**src/ltc2195_pkg.sv**
```systemverilog
//////////////////////////////////////////////////////////////////////
// LTC2195 control definitions
//   command port word types and function prefixes
//   SPI frame layout and ADC register addresses
//   power-up configuration table
//   encode clock phase-shift limits
//////////////////////////////////////////////////////////////////////

package ltc2195_pkg;

	// command port
	typedef logic [15:0] cmd_addr_t;	// upper byte picks the function
	typedef logic [15:0] cmd_data_t;

	localparam logic [7:0] CMD_SPI_WRITE = 8'h31;	// write one ADC register
	localparam logic [7:0] CMD_PHASE_SET = 8'h32;	// new encode phase target

	// SPI frame, sent MSB first
	typedef struct packed {
		logic       rw;		// high for a read
		logic [6:0] addr;	// ADC register
		logic [7:0] data;
	} spi_word_t;

	localparam logic SPI_WR = 1'b0;

	localparam logic [6:0] REG_RESET  = 7'h00;
	localparam logic [6:0] REG_FORMAT = 7'h01;
	localparam logic [6:0] REG_LANES  = 7'h02;

	// sent in order once the power-up wait expires
	localparam int INIT_LEN = 3;
	localparam spi_word_t INIT_WORDS [INIT_LEN] = '{
		'{rw: SPI_WR, addr: REG_RESET,  data: 8'h80},	// software reset
		'{rw: SPI_WR, addr: REG_FORMAT, data: 8'h20},	// two's complement out
		'{rw: SPI_WR, addr: REG_LANES,  data: 8'h00}	// two-lane output mode
	};

	// dynamic phase shift position
	typedef logic [8:0] ps_value_t;

	localparam ps_value_t PS_CENTER = 9'h100;	// position after reset
	localparam ps_value_t PS_MIN    = 9'h000;
	localparam ps_value_t PS_MAX    = 9'h1FF;

endpackage

```
**src/adc_init_sequencer.sv**
```systemverilog
//////////////////////////////////////////////////////////////////////
// ADC configuration sequencer
//   power-up wait, then the three init words over SPI
//   register writes from the 0x31 command prefix
//   request side of the SPI engine link
//////////////////////////////////////////////////////////////////////

module adc_init_sequencer #(
	parameter int RESET_WAIT = 255	// cycles before the first frame
) (
	input  logic                   clk_in,
	input  logic                   rst_in,
	input  logic                   cmd_trig_in,
	input  ltc2195_pkg::cmd_addr_t cmd_addr_in,
	input  ltc2195_pkg::cmd_data_t cmd_data_in,
	input  logic                   spi_ready,
	output logic                   spi_start,
	output ltc2195_pkg::spi_word_t spi_word
);
	import ltc2195_pkg::*;

	localparam int WAIT_W = (RESET_WAIT > 1) ? $clog2(RESET_WAIT + 1) : 1;
	localparam int IDX_W  = $clog2(INIT_LEN);

	typedef enum logic [1:0] {
		ST_WAIT,	// power-up countdown
		ST_INIT,	// init word loaded, waiting on ready
		ST_IDLE,	// accepting register writes
		ST_CMD		// command word loaded, waiting on ready
	} state_t;

	state_t            state;
	logic [WAIT_W-1:0] wait_cnt;
	logic [IDX_W-1:0]  init_idx;	// current INIT_WORDS entry
	logic              wait_done;
	logic              cmd_hit;
	logic              init_last;

	assign wait_done = (state == ST_WAIT) && (wait_cnt <= WAIT_W'(1));
	assign cmd_hit   = (state == ST_IDLE) && cmd_trig_in &&
	                   (cmd_addr_in[15:8] == CMD_SPI_WRITE);
	assign init_last = (init_idx == IDX_W'(INIT_LEN - 1));

	// request fires only while the engine says ready
	assign spi_start = ((state == ST_INIT) || (state == ST_CMD)) && spi_ready;

	//////////////////////////////////////////////////////////////////////
	// control FSM

	always_ff @(posedge clk_in or posedge rst_in) begin
		if (rst_in) begin
			state    <= ST_WAIT;
			wait_cnt <= WAIT_W'(RESET_WAIT);
			init_idx <= '0;
		end else begin
			case (state)
				ST_WAIT: begin
					wait_cnt <= wait_cnt - 1'b1;
					if (wait_done)
						state <= ST_INIT;	// word 0 loaded alongside
				end

				ST_INIT: begin
					if (spi_start) begin
						if (init_last)
							state <= ST_IDLE;
						else
							init_idx <= init_idx + 1'b1;
					end
				end

				ST_IDLE: begin
					if (cmd_hit)
						state <= ST_CMD;	// other prefixes fall through
				end

				ST_CMD: begin
					if (spi_start)
						state <= ST_IDLE;
				end

				default: begin
					state <= ST_IDLE;
				end
			endcase
		end
	end

	//////////////////////////////////////////////////////////////////////
	// outgoing word, held until the engine takes it

	always_ff @(posedge clk_in) begin
		if (wait_done) begin
			spi_word <= INIT_WORDS[0];
		end else if ((state == ST_INIT) && spi_start && !init_last) begin
			spi_word <= INIT_WORDS[init_idx + 1'b1];	// next table entry
		end else if (cmd_hit) begin
			spi_word <= '{
				rw:   SPI_WR,
				addr: cmd_addr_in[6:0],	// register from low address bits
				data: cmd_data_in[7:0]
			};
		end
	end

endmodule

```
**src/enc_phase_stepper.sv**
```systemverilog
//////////////////////////////////////////////////////////////////////
// encode clock phase stepper
//   phase value and target, target set by the 0x32 prefix
//   one-step handshake on the clock manager phase-shift port
//   clamp to the 9-bit phase range
//////////////////////////////////////////////////////////////////////

module enc_phase_stepper #(
	parameter ltc2195_pkg::ps_value_t PS_DEFAULT_TARGET = 9'h17C
) (
	input  logic                   clk_in,
	input  logic                   rst_in,
	input  logic                   cmd_trig_in,
	input  ltc2195_pkg::cmd_addr_t cmd_addr_in,
	input  ltc2195_pkg::cmd_data_t cmd_data_in,
	input  logic                   ps_done_in,
	input  logic                   ps_locked_in,
	output logic                   ps_en_out,
	output logic                   ps_inc_out,
	output logic                   ps_clk_out,
	output logic                   ps_busy_out
);
	import ltc2195_pkg::*;

	typedef enum logic [2:0] {
		ST_IDLE,		// at target, taking commands
		ST_DECIDE,		// pick up, down or stop
		ST_ENABLE,		// raise enable with direction
		ST_CLOCK,		// single psclk rise under enable
		ST_DONE_WAIT,	// keep psclk running until done
		ST_COUNT		// commit the step
	} state_t;

	state_t    state;
	ps_value_t ps_value;	// where the clock manager sits now
	ps_value_t ps_target;
	logic      cmd_hit;
	logic      can_up;
	logic      can_down;

	assign cmd_hit = (state == ST_IDLE) && cmd_trig_in &&
	                 (cmd_addr_in[15:8] == CMD_PHASE_SET);

	// direction, held back at the range ends
	assign can_up   = (ps_target > ps_value) && (ps_value < PS_MAX);
	assign can_down = (ps_target < ps_value) && (ps_value > PS_MIN);

	assign ps_busy_out = (state != ST_IDLE);

	//////////////////////////////////////////////////////////////////////
	// step FSM

	always_ff @(posedge clk_in or posedge rst_in) begin
		if (rst_in) begin
			state      <= ST_DECIDE;	// head for the default target at once
			ps_value   <= PS_CENTER;
			ps_target  <= PS_DEFAULT_TARGET;
			ps_en_out  <= 1'b0;
			ps_inc_out <= 1'b0;
			ps_clk_out <= 1'b0;
		end else begin
			case (state)
				ST_IDLE: begin
					ps_en_out  <= 1'b0;
					ps_clk_out <= 1'b0;
					if (cmd_hit) begin
						ps_target <= cmd_data_in[8:0];
						state     <= ST_DECIDE;
					end
				end

				ST_DECIDE: begin
					// no step while the clock manager is out of lock
					if (ps_locked_in) begin
						if (can_up) begin
							ps_inc_out <= 1'b1;
							state      <= ST_ENABLE;
						end else if (can_down) begin
							ps_inc_out <= 1'b0;
							state      <= ST_ENABLE;
						end else begin
							state <= ST_IDLE;	// reached target or a limit
						end
					end
				end

				ST_ENABLE: begin
					ps_en_out <= 1'b1;
					state     <= ST_CLOCK;
				end

				ST_CLOCK: begin
					ps_clk_out <= 1'b1;	// the one edge that sees enable
					state      <= ST_DONE_WAIT;
				end

				ST_DONE_WAIT: begin
					ps_en_out <= 1'b0;	// drops with the first psclk fall
					if (ps_done_in) begin
						ps_clk_out <= 1'b0;
						state      <= ST_COUNT;
					end else begin
						ps_clk_out <= ~ps_clk_out;
					end
				end

				ST_COUNT: begin
					if (ps_inc_out)
						ps_value <= ps_value + 1'b1;
					else
						ps_value <= ps_value - 1'b1;
					state <= ST_DECIDE;
				end

				default: begin
					state <= ST_IDLE;
				end
			endcase
		end
	end

endmodule

```
**src/ltc2195_ctrl.sv**
```systemverilog
//////////////////////////////////////////////////////////////////////
// LTC2195 control top level
//   SPI configuration path and encode phase stepper
//   plain command, SPI and phase-shift pins
//////////////////////////////////////////////////////////////////////

module ltc2195_ctrl #(
	parameter int                     SPI_CLK_DIV       = 5,		// 10 MHz sck from 100 MHz
	parameter int                     RESET_WAIT        = 255,
	parameter ltc2195_pkg::ps_value_t PS_DEFAULT_TARGET = 9'h17C	// centre plus 124
) (
	input  logic                   clk_in,
	input  logic                   rst_in,

	// command port
	input  logic                   cmd_trig_in,
	input  ltc2195_pkg::cmd_addr_t cmd_addr_in,
	input  ltc2195_pkg::cmd_data_t cmd_data_in,

	// ADC SPI
	output logic                   spi_scs_out,
	output logic                   spi_sck_out,
	output logic                   spi_sdo_out,

	// clock manager phase shift
	output logic                   ps_en_out,
	output logic                   ps_inc_out,
	output logic                   ps_clk_out,
	input  logic                   ps_done_in,
	input  logic                   ps_locked_in,
	output logic                   ps_busy_out
);
	import ltc2195_pkg::*;

	logic      spi_start;	// sequencer to engine request
	logic      spi_ready;
	spi_word_t spi_word;

	adc_init_sequencer #(
		.RESET_WAIT(RESET_WAIT)
	) u_seq (
		.clk_in      (clk_in),
		.rst_in      (rst_in),
		.cmd_trig_in (cmd_trig_in),
		.cmd_addr_in (cmd_addr_in),
		.cmd_data_in (cmd_data_in),
		.spi_ready   (spi_ready),
		.spi_start   (spi_start),
		.spi_word    (spi_word)
	);

	spi_master #(
		.SPI_CLK_DIV(SPI_CLK_DIV)
	) u_spi (
		.clk_in      (clk_in),
		.rst_in      (rst_in),
		.spi_start   (spi_start),
		.spi_word    (spi_word),
		.spi_ready   (spi_ready),
		.spi_scs_out (spi_scs_out),
		.spi_sck_out (spi_sck_out),
		.spi_sdo_out (spi_sdo_out)
	);

	enc_phase_stepper #(
		.PS_DEFAULT_TARGET(PS_DEFAULT_TARGET)
	) u_ps (
		.clk_in       (clk_in),
		.rst_in       (rst_in),
		.cmd_trig_in  (cmd_trig_in),
		.cmd_addr_in  (cmd_addr_in),
		.cmd_data_in  (cmd_data_in),
		.ps_done_in   (ps_done_in),
		.ps_locked_in (ps_locked_in),
		.ps_en_out    (ps_en_out),
		.ps_inc_out   (ps_inc_out),
		.ps_clk_out   (ps_clk_out),
		.ps_busy_out  (ps_busy_out)
	);

endmodule

```
**src/spi_master.sv**
```systemverilog
//////////////////////////////////////////////////////////////////////
// SPI write engine
//   one 16-bit word per start pulse, MSB first
//   sck idles low, data changes on the falling edge
//   chip select active low, ready back one cycle after it rises
//////////////////////////////////////////////////////////////////////

module spi_master #(
	parameter int SPI_CLK_DIV = 5	// clk_in cycles per sck half period
) (
	input  logic                   clk_in,
	input  logic                   rst_in,
	input  logic                   spi_start,
	input  ltc2195_pkg::spi_word_t spi_word,
	output logic                   spi_ready,
	output logic                   spi_scs_out,
	output logic                   spi_sck_out,
	output logic                   spi_sdo_out
);
	import ltc2195_pkg::*;

	localparam int WORD_W = $bits(spi_word_t);
	localparam int DIV_W  = (SPI_CLK_DIV > 1) ? $clog2(SPI_CLK_DIV) : 1;
	localparam int BIT_W  = $clog2(WORD_W);

	typedef enum logic [1:0] {
		ST_IDLE,	// waiting for a request
		ST_SHIFT,	// clocking the word out
		ST_FINISH	// last falling edge done, release cs
	} state_t;

	state_t            state;
	logic [DIV_W-1:0]  div_cnt;	// position inside a half period
	logic [BIT_W-1:0]  bit_cnt;	// bits already sent
	logic [WORD_W-1:0] shift_q;
	logic              half_done;

	assign half_done   = (div_cnt == DIV_W'(SPI_CLK_DIV - 1));
	assign spi_sdo_out = shift_q[WORD_W-1];	// MSB always on the pin

	//////////////////////////////////////////////////////////////////////
	// frame FSM

	always_ff @(posedge clk_in or posedge rst_in) begin
		if (rst_in) begin
			state       <= ST_IDLE;
			div_cnt     <= '0;
			bit_cnt     <= '0;
			shift_q     <= '0;
			spi_ready   <= 1'b1;
			spi_scs_out <= 1'b1;
			spi_sck_out <= 1'b0;
		end else begin
			case (state)
				ST_IDLE: begin
					spi_ready <= 1'b1;	// one cycle after cs went high
					div_cnt   <= '0;
					bit_cnt   <= '0;
					if (spi_start && spi_ready) begin
						shift_q     <= spi_word;
						spi_scs_out <= 1'b0;	// frame opens next cycle
						spi_ready   <= 1'b0;
						state       <= ST_SHIFT;
					end
				end

				ST_SHIFT: begin
					if (half_done) begin
						div_cnt     <= '0;
						spi_sck_out <= ~spi_sck_out;
						// falling edge, move on to the next bit
						if (spi_sck_out) begin
							shift_q <= {shift_q[WORD_W-2:0], 1'b0};
							bit_cnt <= bit_cnt + 1'b1;
							if (bit_cnt == BIT_W'(WORD_W - 1))
								state <= ST_FINISH;
						end
					end else begin
						div_cnt <= div_cnt + 1'b1;
					end
				end

				ST_FINISH: begin
					spi_scs_out <= 1'b1;	// sck already low
					state       <= ST_IDLE;
				end

				default: begin
					state <= ST_IDLE;
				end
			endcase
		end
	end

endmodule

```
**config.mk**
```make
export PLATFORM = sky130hd
export DESIGN_NAME = ltc2195_ctrl
export DESIGN_NICKNAME = d
export VERILOG_FILES = /design/src/ltc2195_pkg.sv /design/src/adc_init_sequencer.sv /design/src/enc_phase_stepper.sv /design/src/ltc2195_ctrl.sv /design/src/spi_master.sv
export SDC_FILE = /design/constraint.sdc
export NUM_CORES = 1
export LEC_CHECK = 0
export BUFFER_PORTS_ARGS = -buffer_cell sky130_fd_sc_hd__buf_4
export CORE_MARGIN = 2
export CORE_UTILIZATION = 41
export DETAILED_ROUTE_END_ITERATION = 8
export SYNTH_ARGS = -nofsm -noshare
export SYNTH_HDL_FRONTEND = slang
export SYNTH_SLANG_ARGS = --single-unit
```
**constraint.sdc**
```tcl
create_clock -name clk_in -period 2.5 [get_ports clk_in]
set_input_delay 0.125 -clock clk_in [delete_from_list [all_inputs] [get_ports clk_in]]
set_output_delay 0.125 -clock clk_in [all_outputs]
set_load 0.02 [all_outputs]
```
; Word-level counts from Yosys, hierarchy flattened
; Cells that the tools add are included.
[totals]
romBits = 0
inputBits = 37
ff_bits = 80
elab_cells = 136
mem_bits_rw = 0
out_inout_bits = 7
latch_bits = 0
memories = 0
[op_classes]
mul = 0
n_eq_ne = 27
n_reduce_logical = 34
n_addsub = 6
n_mux = 40
bitwise_logic = 4
n_shift = 0
magnitude_cmp = 6
n_div = 0
[op_table]
columns = cell, n
row1 = $mux W16, 7
row2 = $bmux W16 S2, 1
row3 = $pmux W16 S2, 1
row4 = $mux W2, 10
row5 = $ne A2 B1 Y1 const B, 10
row6 = $pmux W3 S6, 1
row7 = $eq A8 B6 Y1 const B, 2
row8 = $mux W3, 5
row9 = $reduce_and A3 Y1, 4
row10 = $logic_and A1 B1 Y1, 11
row11 = $reduce_bool A2 Y1, 5
row12 = $add A9 B1 Y9 const B, 1
row13 = $eq A3 B3 Y1 const B, 3
row14 = $gt A9 B1 Y1 const B, 1
row15 = $gt A9 B9 Y1, 1
row16 = $lt A9 B9 Y1, 1
row17 = $lt A9 B9 Y1 const B, 1
row18 = $mux W9, 1
row19 = $sub A9 B1 Y9 const B, 1
row20 = $eq A2 B2 Y1 const B, 4
row21 = $le A8 B1 Y1 const B, 1
row22 = $mux W4, 2
row23 = $pmux W2 S4, 1
row24 = $pmux W4 S2, 1
row25 = other kinds (26), 41

; Logic depth before layout (Yosys ltp)
; Gate-level depths: netlist (run 1).
[depth]
ltp_word = 6
depth_mapped = 8
ltp_nobuf = 7

; Hierarchy
; Synthesis (run 1) repeated with hierarchy kept, for this count alone.
[hier_totals]
cells_unflattened = 432
area_unflattened_um2 = 4565.6
[modules_own_cells]
columns = mod, seq_area_each_um2, cells_per_inst, area_each_um2, instances
row1 = enc_phase_stepper, 610.6, 179, 1695.4, 1
row2 = spi_master, 703.2, 115, 1460.2, 1
row3 = adc_init_sequencer, 610.6, 138, 1410.1, 1

; Worst setup path after synthesis (run 1)
; No wires, ideal clock.
[synth_path]
kind = register -> register
from = reg u_ps.ps_inc_out
to = reg u_ps.ps_value[8]
setup_ns = 0.079
arrival_ns = 2.330
setup_slack_ns = 0.091
t_required_ns = 2.421
period_less_slack_ns = 2.409
stages_incl_launch_ff = 9
n_path_buf = 1
path_cell_list = dfrtp_1 clkbuf_1 inv_1 fa_1 a21o_1 a221oi_1 o21bai_1 mux2i_1 a22o_1
[synth_between]
elab_chain_len = 1
[synth_lines]
columns = element, line_no
row1 = "start, declared", enc_phase_stepper.sv:19  ; output logic ps_inc_out,
row2 = "start signal, assigned", enc_phase_stepper.sv:59  ; ps_inc_out <= 1'b0;
row3 = "start signal, assigned", enc_phase_stepper.sv:76  ; ps_inc_out <= 1'b1;
row4 = "start signal, assigned", enc_phase_stepper.sv:79  ; ps_inc_out <= 1'b0;
row5 = $mux W9, enc_phase_stepper.sv:108  ; if (ps_inc_out)
row6 = "end signal, assigned", enc_phase_stepper.sv:109  ; ps_value <= ps_value + 1'b1;
row7 = "end signal, assigned", enc_phase_stepper.sv:111  ; ps_value <= ps_value - 1'b1;
row8 = "end, declared", enc_phase_stepper.sv:35  ; ps_value_t ps_value;
; No other way between the ends.
; A chain may end at the register's enable or synchronous reset.

; Worst setup path in the final report (run 1)
; Same ends and word-level chain as after synthesis.

==> flow_metrics.tcl, run 1 <==
set metrics [dict create \
    end_kind "register" \
    syn-num-nets 487 \
    synthArstFlopShare_pct 81.0 \
    nets 534 \
    yosysUniqueCellTypes 61 \
    layout-drive-gt1-share_pct 22.9 \
    status "complete, no violations" \
    firstDrtPassIters 4 \
    core-area_um2 10200 \
    period_share_pct 88.7 \
    crit_chain "inv_1 > fa_1 > a21o_1 > a221oi_1 > o21bai_1 > mux2i_1 > a22o_1" \
    fmax_ghz 0.451 \
    r2r_end "u_ps.ps_value[8]" \
    r2r_cells 7 \
    ys_warn_count 0 \
    max_stage_delay_ns 0.49 \
    worst_ep_arrival_time_ns 2.52 \
    drv_cap 0 \
    p_leak_nw 2.33 \
    dp_hpwl_mm 6.12 \
    routed-via-count 3186 \
    die_x_um 106 \
    antenna_found_initial 0 \
    initial_utilization_pct 41.7 \
    gp_congestion 0.770 \
    post_cts_resized 0 \
    synth_edf_count 0 \
    worstHoldPathType "in2reg" \
    htree_num_levels 3 \
    grt_pass1_wl_mm 14.8 \
    synth.area.top_cells "dfrtp_1, dfstp_2, ha_1" \
    syn_inst 424 \
    die_h_um 106 \
    reg2reg_from "u_ps.ps_inc_out" \
    hold_viol 0 \
    synth_ff_type "dfrtp_1" \
    grt_usage_pct 16.6 \
    wl_per_cell_um 13.9 \
    min_period_ns 2.22 \
    critPathLaunchType "register" \
    fill_cells 984 \
    grt_pass1_vias 3178 \
    fin_setup_tns_ns 0 \
    slowest_stage "fa_1" \
    p_per_area_nw_per_um2 748 \
    crit_start "u_ps.ps_inc_out" \
    die_area_um2 11200 \
    worst_pin_slew_ns 0.637 \
    vdd_drop_max_v 0.000621 \
    synth.top_cell.area_share_pct 27.1 \
    syn_to_final_growth_pct 16.3 \
    cp.depth 7 \
    gr-total-overflow 0 \
    timing.slew.headroom_pct 56.9 \
    crit_buf_inv 1 \
    drt_iter0_markers 168 \
    drc 0 \
    rsz0062_at_grt "no" \
    yosys.area.top_type "dfrtp_1" \
    top_level_ports 44 \
    yosysSeqAreaShare_pct 45.3 \
    clockBufferDepth 2 \
    grt_max_degree 50 \
    cts_made_buffers 9 \
    clock_latency_ns 0.36 \
    endpoint "u_ps.ps_value[8]" \
    final_cell_mix "nand2_1, dfrtp_1, nor2_1" \
    finalSetupViolations 0 \
    clk_pin_slew_ns 0.08 \
    syn_area_um2 4250 \
    r2r_slack_ns 0.28 \
    ys_ff_latch 79 \
    power.total_mw 3.70 \
    ant_nets 0 \
    required_ns 2.80 \
    setup.worst_path.class "reg2reg" \
    crit_family "compound AO/OA/AOI/OAI gates" \
    io_buffers 35 \
    final_area_um2 4940 \
    path_max_fanout 8 \
    place_area_um2 4670 \
    diodes 0 \
    wl_mm 8.53 \
    post-cts-setup-buffer-count 0 \
    final_core_util_pct 48.5 \
    finClkSkew_ns 0.00856 \
    clock_sinks 79 \
    num_rows 37 \
    drt-vias-per-instance 5.21 \
    root_buffer "clkbuf_8" \
    avgSynthCellArea_um2 10.0 \
    hold_slack_ns 0.0159 \
    final_common_cell "nand2_1" \
    drv_slew 0 \
    cts_tree "yes" \
]
-- power by group --
group          internal [mW]  switching (mW)
Combinational          0.540           0.626
Clock                  0.489           0.482
Sequential              1.41           0.153
-- layer usage --
metal	track usage (%)	up-vias	routed length [um]
met1	20.3	1563	3830
met2	28.8	31	4360
met5	0	-	0
li1	-	1582	-
met4	5.17	0	119
met3	3.90	10	229
-- repair_timing --
| action | in CTS | in global routing |
|---|---|---|
| setup endpoints to repair | 0 | 0 |
| hold buffers | 5 | 2 |
| hold endpoints to repair | 18 | 2 |
-- state kept, by name, summed over array words and instances, names as in the netlist, 2 cells and up --
register and count:
u_ps.ps_target 9, u_ps.ps_value 9, u_ps.state 3, u_seq.init_idx 2, u_seq.spi_word 15, u_seq.state 2, u_seq.wait_cnt 8, u_spi.bit_cnt 4
u_spi.div_cnt 3, u_spi.shift_q 16, u_spi.state 2
-- worst min-delay path by stage --
stage,start,to,slack (ns),cells after the start
6_report,cmd_data_in[4],u_ps.ps_target[4],0.02,2
5_1_grt,cmd_data_in[6],u_ps.ps_target[6],0.003,2
4_1_cts,cmd_data_in[7],u_seq.spi_word[7],0.002,3
3_5_place_dp,rst_in,u_spi.bit_cnt[1],0.14,2
3_3_place_gp,rst_in,u_spi.bit_cnt[3],0.13,2
2_1_floorplan,cmd_data_in[7],u_seq.spi_word[7],0.26,2
-- layout make-up --
cell class | count | area, um2 | area share [%]
clock inverters | 5 | 57.6 | 1.16
repair buffers | 50 | 405 | 8.20
multi-input cells | 308 | 2160 | 43.6
inverters | 23 | 86.3 | 1.75
flip-flops and latches | 79 | 1920 | 38.9
clock buffers | 11 | 141 | 2.86
well taps | 136 | 170 | 3.44
-- Yosys cell counts (all sizes together), types with 10 or more instances --
cell   instances
dfstp         18
nand3         12
ha            25
nand2         54
a22o          10
o21ai         15
a21oi         37
nor2          45
mux2          14
dfxtp         15
dfrtp         46
mux2i         15
inv           23
-- kinds of logic after synthesis --
| logic type | after synthesis | synth area share, % |
|---|---|---|
| AO/OA/AOI/OAI | 90 | 13.5 |
| XOR/XNOR | 16 | 3.30 |
| adder cells (fa/ha/maj) | 26 | 7.83 |
| buffers and inverters | 37 | 4.00 |
| flip-flops | 79 | 45.3 |
| multiplexers | 29 | 8.04 |
| AND/OR/NAND/NOR | 147 | 18.1 |
-- stage by stage --
step,cells,setup WS (ns)
2_1_floorplan,424,0.0910
3_3_place_gp,589,0.337
3_5_place_dp,589,0.295
4_1_cts,610,0.280
5_1_grt,612,0.191
6_report,612,0.283
Power figures use the tool's default switching activity.
==> inputs of run 2 (changes only) <==
==> constraint.sdc (replaced) <==
create_clock -name clk_in -period 2.68 [get_ports clk_in]
set_input_delay 0.134 -clock clk_in [delete_from_list [all_inputs] [get_ports clk_in]]
set_output_delay 0.134 -clock clk_in [all_outputs]
set_load 0.02 [all_outputs]
==> flow_metrics.tcl, run 2 (synthesis results as in run 1) <==
set metrics [dict create \
    status "complete, no violations" \
    cts_tree "yes" \
    post-cts-setup-buffer-count 0 \
    hold_path_depth 2 \
    root_buffer "clkbuf_8" \
    firstDrtPassIters 4 \
    antenna_found_initial 0 \
    grt_usage_pct 16.2 \
    regMostFlops "u_spi.shift_q" \
    core-area_um2 10200 \
    r2r_end "u_ps.ps_value[8]" \
    initial_utilization_pct 41.7 \
    routed-via-count 3083 \
    cts_made_buffers 9 \
    htree_num_levels 3 \
    slowest_stage "fa_1" \
    setup.worst_path.class "reg2reg" \
    grt_pass1_vias 3143 \
    ant_nets 0 \
    layout-drive-gt1-share_pct 22.3 \
    path_max_fanout 8 \
    timing.slew.headroom_pct 46.2 \
    p_sw_share_pct 32.6 \
    drv_cap 0 \
    fmax_ghz 0.420 \
    clk_pin_slew_ns 0.08 \
    intPower_mw 2.35 \
    final_cell_mix "nand2_1, dfrtp_1, nor2_1" \
    grt_busiest_layer "met2" \
    worst_pin_slew_ns 0.808 \
    r2r_cells 7 \
    min_period_ns 2.38 \
    reg2reg_from "u_ps.ps_inc_out" \
    critPathLaunchType "register" \
    wl_per_cell_um 13.7 \
    nets 525 \
    worstHoldPathType "in2reg" \
    whs_endpoint "u_ps.ps_target[5]" \
    worst_ep_arrival_time_ns 2.67 \
    io_buffers 35 \
    grt_util_met2_pct 28.3 \
    die_area_um2 11200 \
    end_kind "register" \
    p_leak_nw 2.30 \
    gp_congestion 0.791 \
    diodes 0 \
    crit_buf_inv 1 \
    netSwitchingPower_mw 1.14 \
    final_common_cell "nand2_1" \
    required_ns 2.97 \
    die_h_um 106 \
    post_cts_resized 0 \
    clock_latency_ns 0.36 \
    pwr-share-clk_pct 27.8 \
    reg.largest.list "u_spi.shift_q: 16 flops, u_seq.spi_word: 15 flops" \
    drv_slew 0 \
    fin_setup_tns_ns 0 \
    largest_reg_flops 16 \
    grtUsageMet1_pct 19.1 \
    pwr-share-comb_pct 30.4 \
    die_x_um 106 \
    dp_slack_ns 0.300 \
    crit_family "compound AO/OA/AOI/OAI gates" \
    finClkSkew_ns 0.00982 \
    clock_sinks 79 \
    finalWorstSetupSlack_ns 0.298 \
    syn_to_final_growth_pct 14.5 \
    hold_slack_ns 0.0205 \
    max_stage_delay_ns 0.50 \
    layout.cells.non_filler 603 \
    num_rows 37 \
    place_inst 585 \
    top_level_ports 44 \
    postCtsHoldBufs 2 \
    drt-vias-per-instance 5.11 \
    dp_hpwl_mm 5.93 \
    hold_viol 0 \
    period_share_pct 88.9 \
    drc 0 \
    grt_pass1_wl_mm 14.5 \
    min_from "cmd_data_in[5]" \
    power.total_mw 3.49 \
    vdd_drop_max_v 0.000574 \
    use_met3_pct 5.32 \
    r2r_slack_ns 0.30 \
    rsz0062_at_grt "no" \
    wl_mm 8.26 \
    crit_chain "inv_1 > fa_1 > a21o_1 > a221oi_1 > o21bai_1 > mux2i_1 > a22o_1" \
    finalSetupViolations 0 \
    clockBufferDepth 2 \
    p_per_area_nw_per_um2 717 \
    grt_max_degree 37 \
    drt_iter0_markers 102 \
    gr-total-overflow 0 \
    power_frac_seq_pct 41.9 \
]
-- run 2: cell count changes in the layout (fill, tap and decap cells not counted), sizes merged --
cell	change
bufinv	+1
buf	-4
clkinv	-2
clkbuf	+1
dlygate4sd3	-5
-- run 2: layer usage --
layer	vias up	part of all wire, %
met5	-	0
met4	0	1.5
met3	15	3.6
met2	31	50
met1	1475	44
li1	1562	-
-- run 2: worst max path at each step --
| stage | start | slack [ns] | endpoint | cells past startpoint |
|---|---|---|---|---|
| 6_report | u_ps.ps_inc_out | 0.30 | u_ps.ps_value[8] | 7 |
| 5_1_grt | u_ps.ps_inc_out | 0.14 | u_ps.ps_value[8] | 7 |
| 3_5_place_dp | u_ps.ps_inc_out | 0.30 | u_ps.ps_value[8] | 7 |
| 4_1_cts | u_ps.ps_inc_out | 0.28 | u_ps.ps_value[8] | 7 |
| 3_3_place_gp | u_ps.ps_inc_out | 0.35 | u_ps.ps_value[8] | 7 |
| 2_1_floorplan | u_ps.ps_inc_out | 0.27 | u_ps.ps_value[8] | 8 |
-- run 2: power by group through the flow --
stage / Sequential, mW / Clock (mW) / Combinational [mW]
2_1_floorplan: 1.44 / 0 / 0.857
3_3_place_gp: 1.48 / 0 / 1.04
3_5_place_dp: 1.48 / 0 / 1.07
4_1_cts: 1.46 / 1.00 / 1.08
5_1_grt: 1.49 / 1.06 / 1.23
6_report: 1.46 / 0.969 / 1.06
-- run 2: area by class of cell --
cell class	instances	area (um2)
well taps	136	170
multi-input cells	308	2160
clock inverters	4	70.1
clock buffers	12	145
repair buffers	41	313
fillers	989	5320
inverters	23	86.3
flip-flops and latches	79	1920
-- run 2: through the flow --
step	util, %	area, um2
after floorplan	-	4250
after global placement	45.5	4630
after detailed placement	45.5	4630
after CTS	47.8	4870
after global routing	47.8	4870
final	47.8	4870
==> inputs of run 3 (changes only) <==
--- a/config.mk
+++ b/config.mk
@@ -5,10 +5,10 @@
 export SDC_FILE = /design/constraint.sdc
 export NUM_CORES = 1
 export LEC_CHECK = 0
-export BUFFER_PORTS_ARGS = -buffer_cell sky130_fd_sc_hd__buf_4
 export CORE_MARGIN = 2
 export CORE_UTILIZATION = 41
 export DETAILED_ROUTE_END_ITERATION = 8
+export DONT_BUFFER_PORTS = 1
 export SYNTH_ARGS = -nofsm -noshare
 export SYNTH_HDL_FRONTEND = slang
 export SYNTH_SLANG_ARGS = --single-unit
==> flow_metrics.tcl, run 3 (synthesis results as in run 1) <==
set metrics [dict create \
    nets 506 \
    gp_congestion 0.780 \
    syn_to_final_growth_pct 10.8 \
    status "complete, no violations" \
    pwr-share-comb_pct 31.0 \
    p_per_area_nw_per_um2 691 \
    dp_hpwl_mm 5.98 \
    vdd_drop_max_v 0.000577 \
    drt-vias-per-instance 5.17 \
    grt_max_degree 29 \
    fmax_ghz 0.461 \
    drc 0 \
    clock_sinks 79 \
    die_x_um 106 \
    cts_tree "yes" \
    core-area_um2 10200 \
    finalSetupViolations 0 \
    fill_cells 982 \
    worstHoldPathType "in2reg" \
    grt_pass1_vias 2989 \
    setup.worst_path.class "reg2reg" \
    power_frac_seq_pct 45.5 \
    layout-drive-gt1-share_pct 15.0 \
    wl_per_cell_um 14.2 \
    fin_setup_tns_ns 0 \
    clock_latency_ns 0.34 \
    worst_ep_arrival_time_ns 2.44 \
    cts_made_buffers 9 \
    netSwitchingPower_mw 1.12 \
    num_rows 37 \
    firstDrtPassIters 4 \
    final_core_util_pct 46.2 \
    finClkSkew_ns 0.00947 \
    path_max_fanout 8 \
    htree_num_levels 3 \
    critPathLaunchType "register" \
    worst_pin_slew_ns 0.679 \
    period_share_pct 80.9 \
    initial_utilization_pct 41.7 \
    end_kind "register" \
    rsz0062_at_grt "no" \
    reg.largest.list "u_spi.shift_q: 16 flops, u_seq.spi_word: 15 flops" \
    io_buffers 0 \
    pwr-share-clk_pct 23.5 \
    grt_usage_pct 15.7 \
    drt_iter0_markers 131 \
    top_level_ports 44 \
    intPower_mw 2.13 \
    slowest_stage "a221oi_1" \
    wl_mm 8.30 \
    die_area_um2 11200 \
    largest_reg_flops 16 \
    hold_slack_ns 0.0365 \
    post-cts-setup-buffer-count 0 \
    drv_slew 0 \
    p_sw_share_pct 34.5 \
    final_common_cell "nand2_1" \
    multi_input_area_um2 2160 \
    diodes 0 \
    regMostFlops "u_spi.shift_q" \
    clk_pin_slew_ns 0.07 \
    die_h_um 106 \
    drv_cap 0 \
    min_period_ns 2.17 \
    antenna_found_initial 0 \
    p_leak_nw 2.16 \
    final_cell_mix "nand2_1, dfrtp_1, nor2_1" \
    ant_nets 0 \
    timing.slew.headroom_pct 54.6 \
    clockBufferDepth 2 \
    max_stage_delay_ns 0.40 \
    grt_pass1_wl_mm 14.2 \
    routed-via-count 3020 \
    gr-total-overflow 0 \
    crit_family "compound AO/OA/AOI/OAI gates" \
    regArea_um2 1920 \
    hold_viol 0 \
    root_buffer "clkbuf_8" \
    required_ns 2.95 \
    crit_buf_inv 1 \
    crit_chain "inv_1 > ha_1 > and3_1 > a221oi_1 > o21bai_1 > mux2i_1 > a22o_1" \
]
[run 3: cell types whose count changed in the layout (fill, tap and decap cells not counted)]
cell / previous run / this run
clkbuf_1: 2 / 5
clkinv_2: 2 / 1
bufinv_16: 2 / 0
dlygate4sd3_1: 2 / 17
buf_4: 39 / 5
[run 3: final timing paths]
check / from / endpoint / slack, ns / cells after the start
min in group asynchronous: rst_in / u_spi.shift_q[12] / 0.31 / 2
max: u_ps.ps_inc_out / u_ps.ps_value[8] / 0.51 / 7
max reg2reg: u_ps.ps_inc_out / u_ps.ps_value[8] / 0.51 / 7
min reg2reg: u_seq.spi_word[3] / u_seq.spi_word[3] / 0.46 / 2
max in group asynchronous: rst_in / u_ps.ps_target[3] / 1.54 / 3
min: ps_done_in / u_ps.ps_clk_out / 0.04 / 3
[run 3: layout make-up]
type / instances / area share [%]
Timing Repair Buffer: 22 / 4.41
Tap cell: 136 / 3.62
Clock buffer: 15 / 3.32
Inverter: 23 / 1.83
Multi-Input combinational cell: 308 / 45.8
Sequential cell: 79 / 40.9
Clock inverter: 1 / 0.106
[run 3: tightest hold or removal path: stages]
cell and delay [ns]:
nor2_1 0.02, nand3_1 0.07, o211ai_1 0.10
[run 3: routing by layer]
metal	global-route usage, %	part of all wire (%)	vias to the layer above
met5	0	0	-
met4	3.57	0.93	0
met3	4.89	4.1	6
met2	27.1	49	43
met1	19.2	45	1446
li1	-	-	1525
[run 3: metrics by stage]
step	power, mW	worst slack [ns]	std cells	cell area [um2]
after floorplan	2.30	0.271	424	4250
after global placement	2.45	0.521	551	4380
after detailed placement	2.49	0.517	551	4380
after CTS	3.30	0.503	584	4710
after global routing	3.51	0.362	584	4710
final	3.25	0.511	584	4710
[run 3: timing repair]
item,CTS,global route
gates resized for setup,0,0
hold buffers,17,0
endpoints found under the hold margin,40,0
[run 3: power groups by stage]
stage	clock network (mW)	logic [mW]	registers, mW
2_1_floorplan	0	0.857	1.44
3_3_place_gp	0	0.957	1.50
3_5_place_dp	0	0.990	1.50
4_1_cts	0.796	1.02	1.48
5_1_grt	0.849	1.15	1.51
6_report	0.765	1.01	1.48
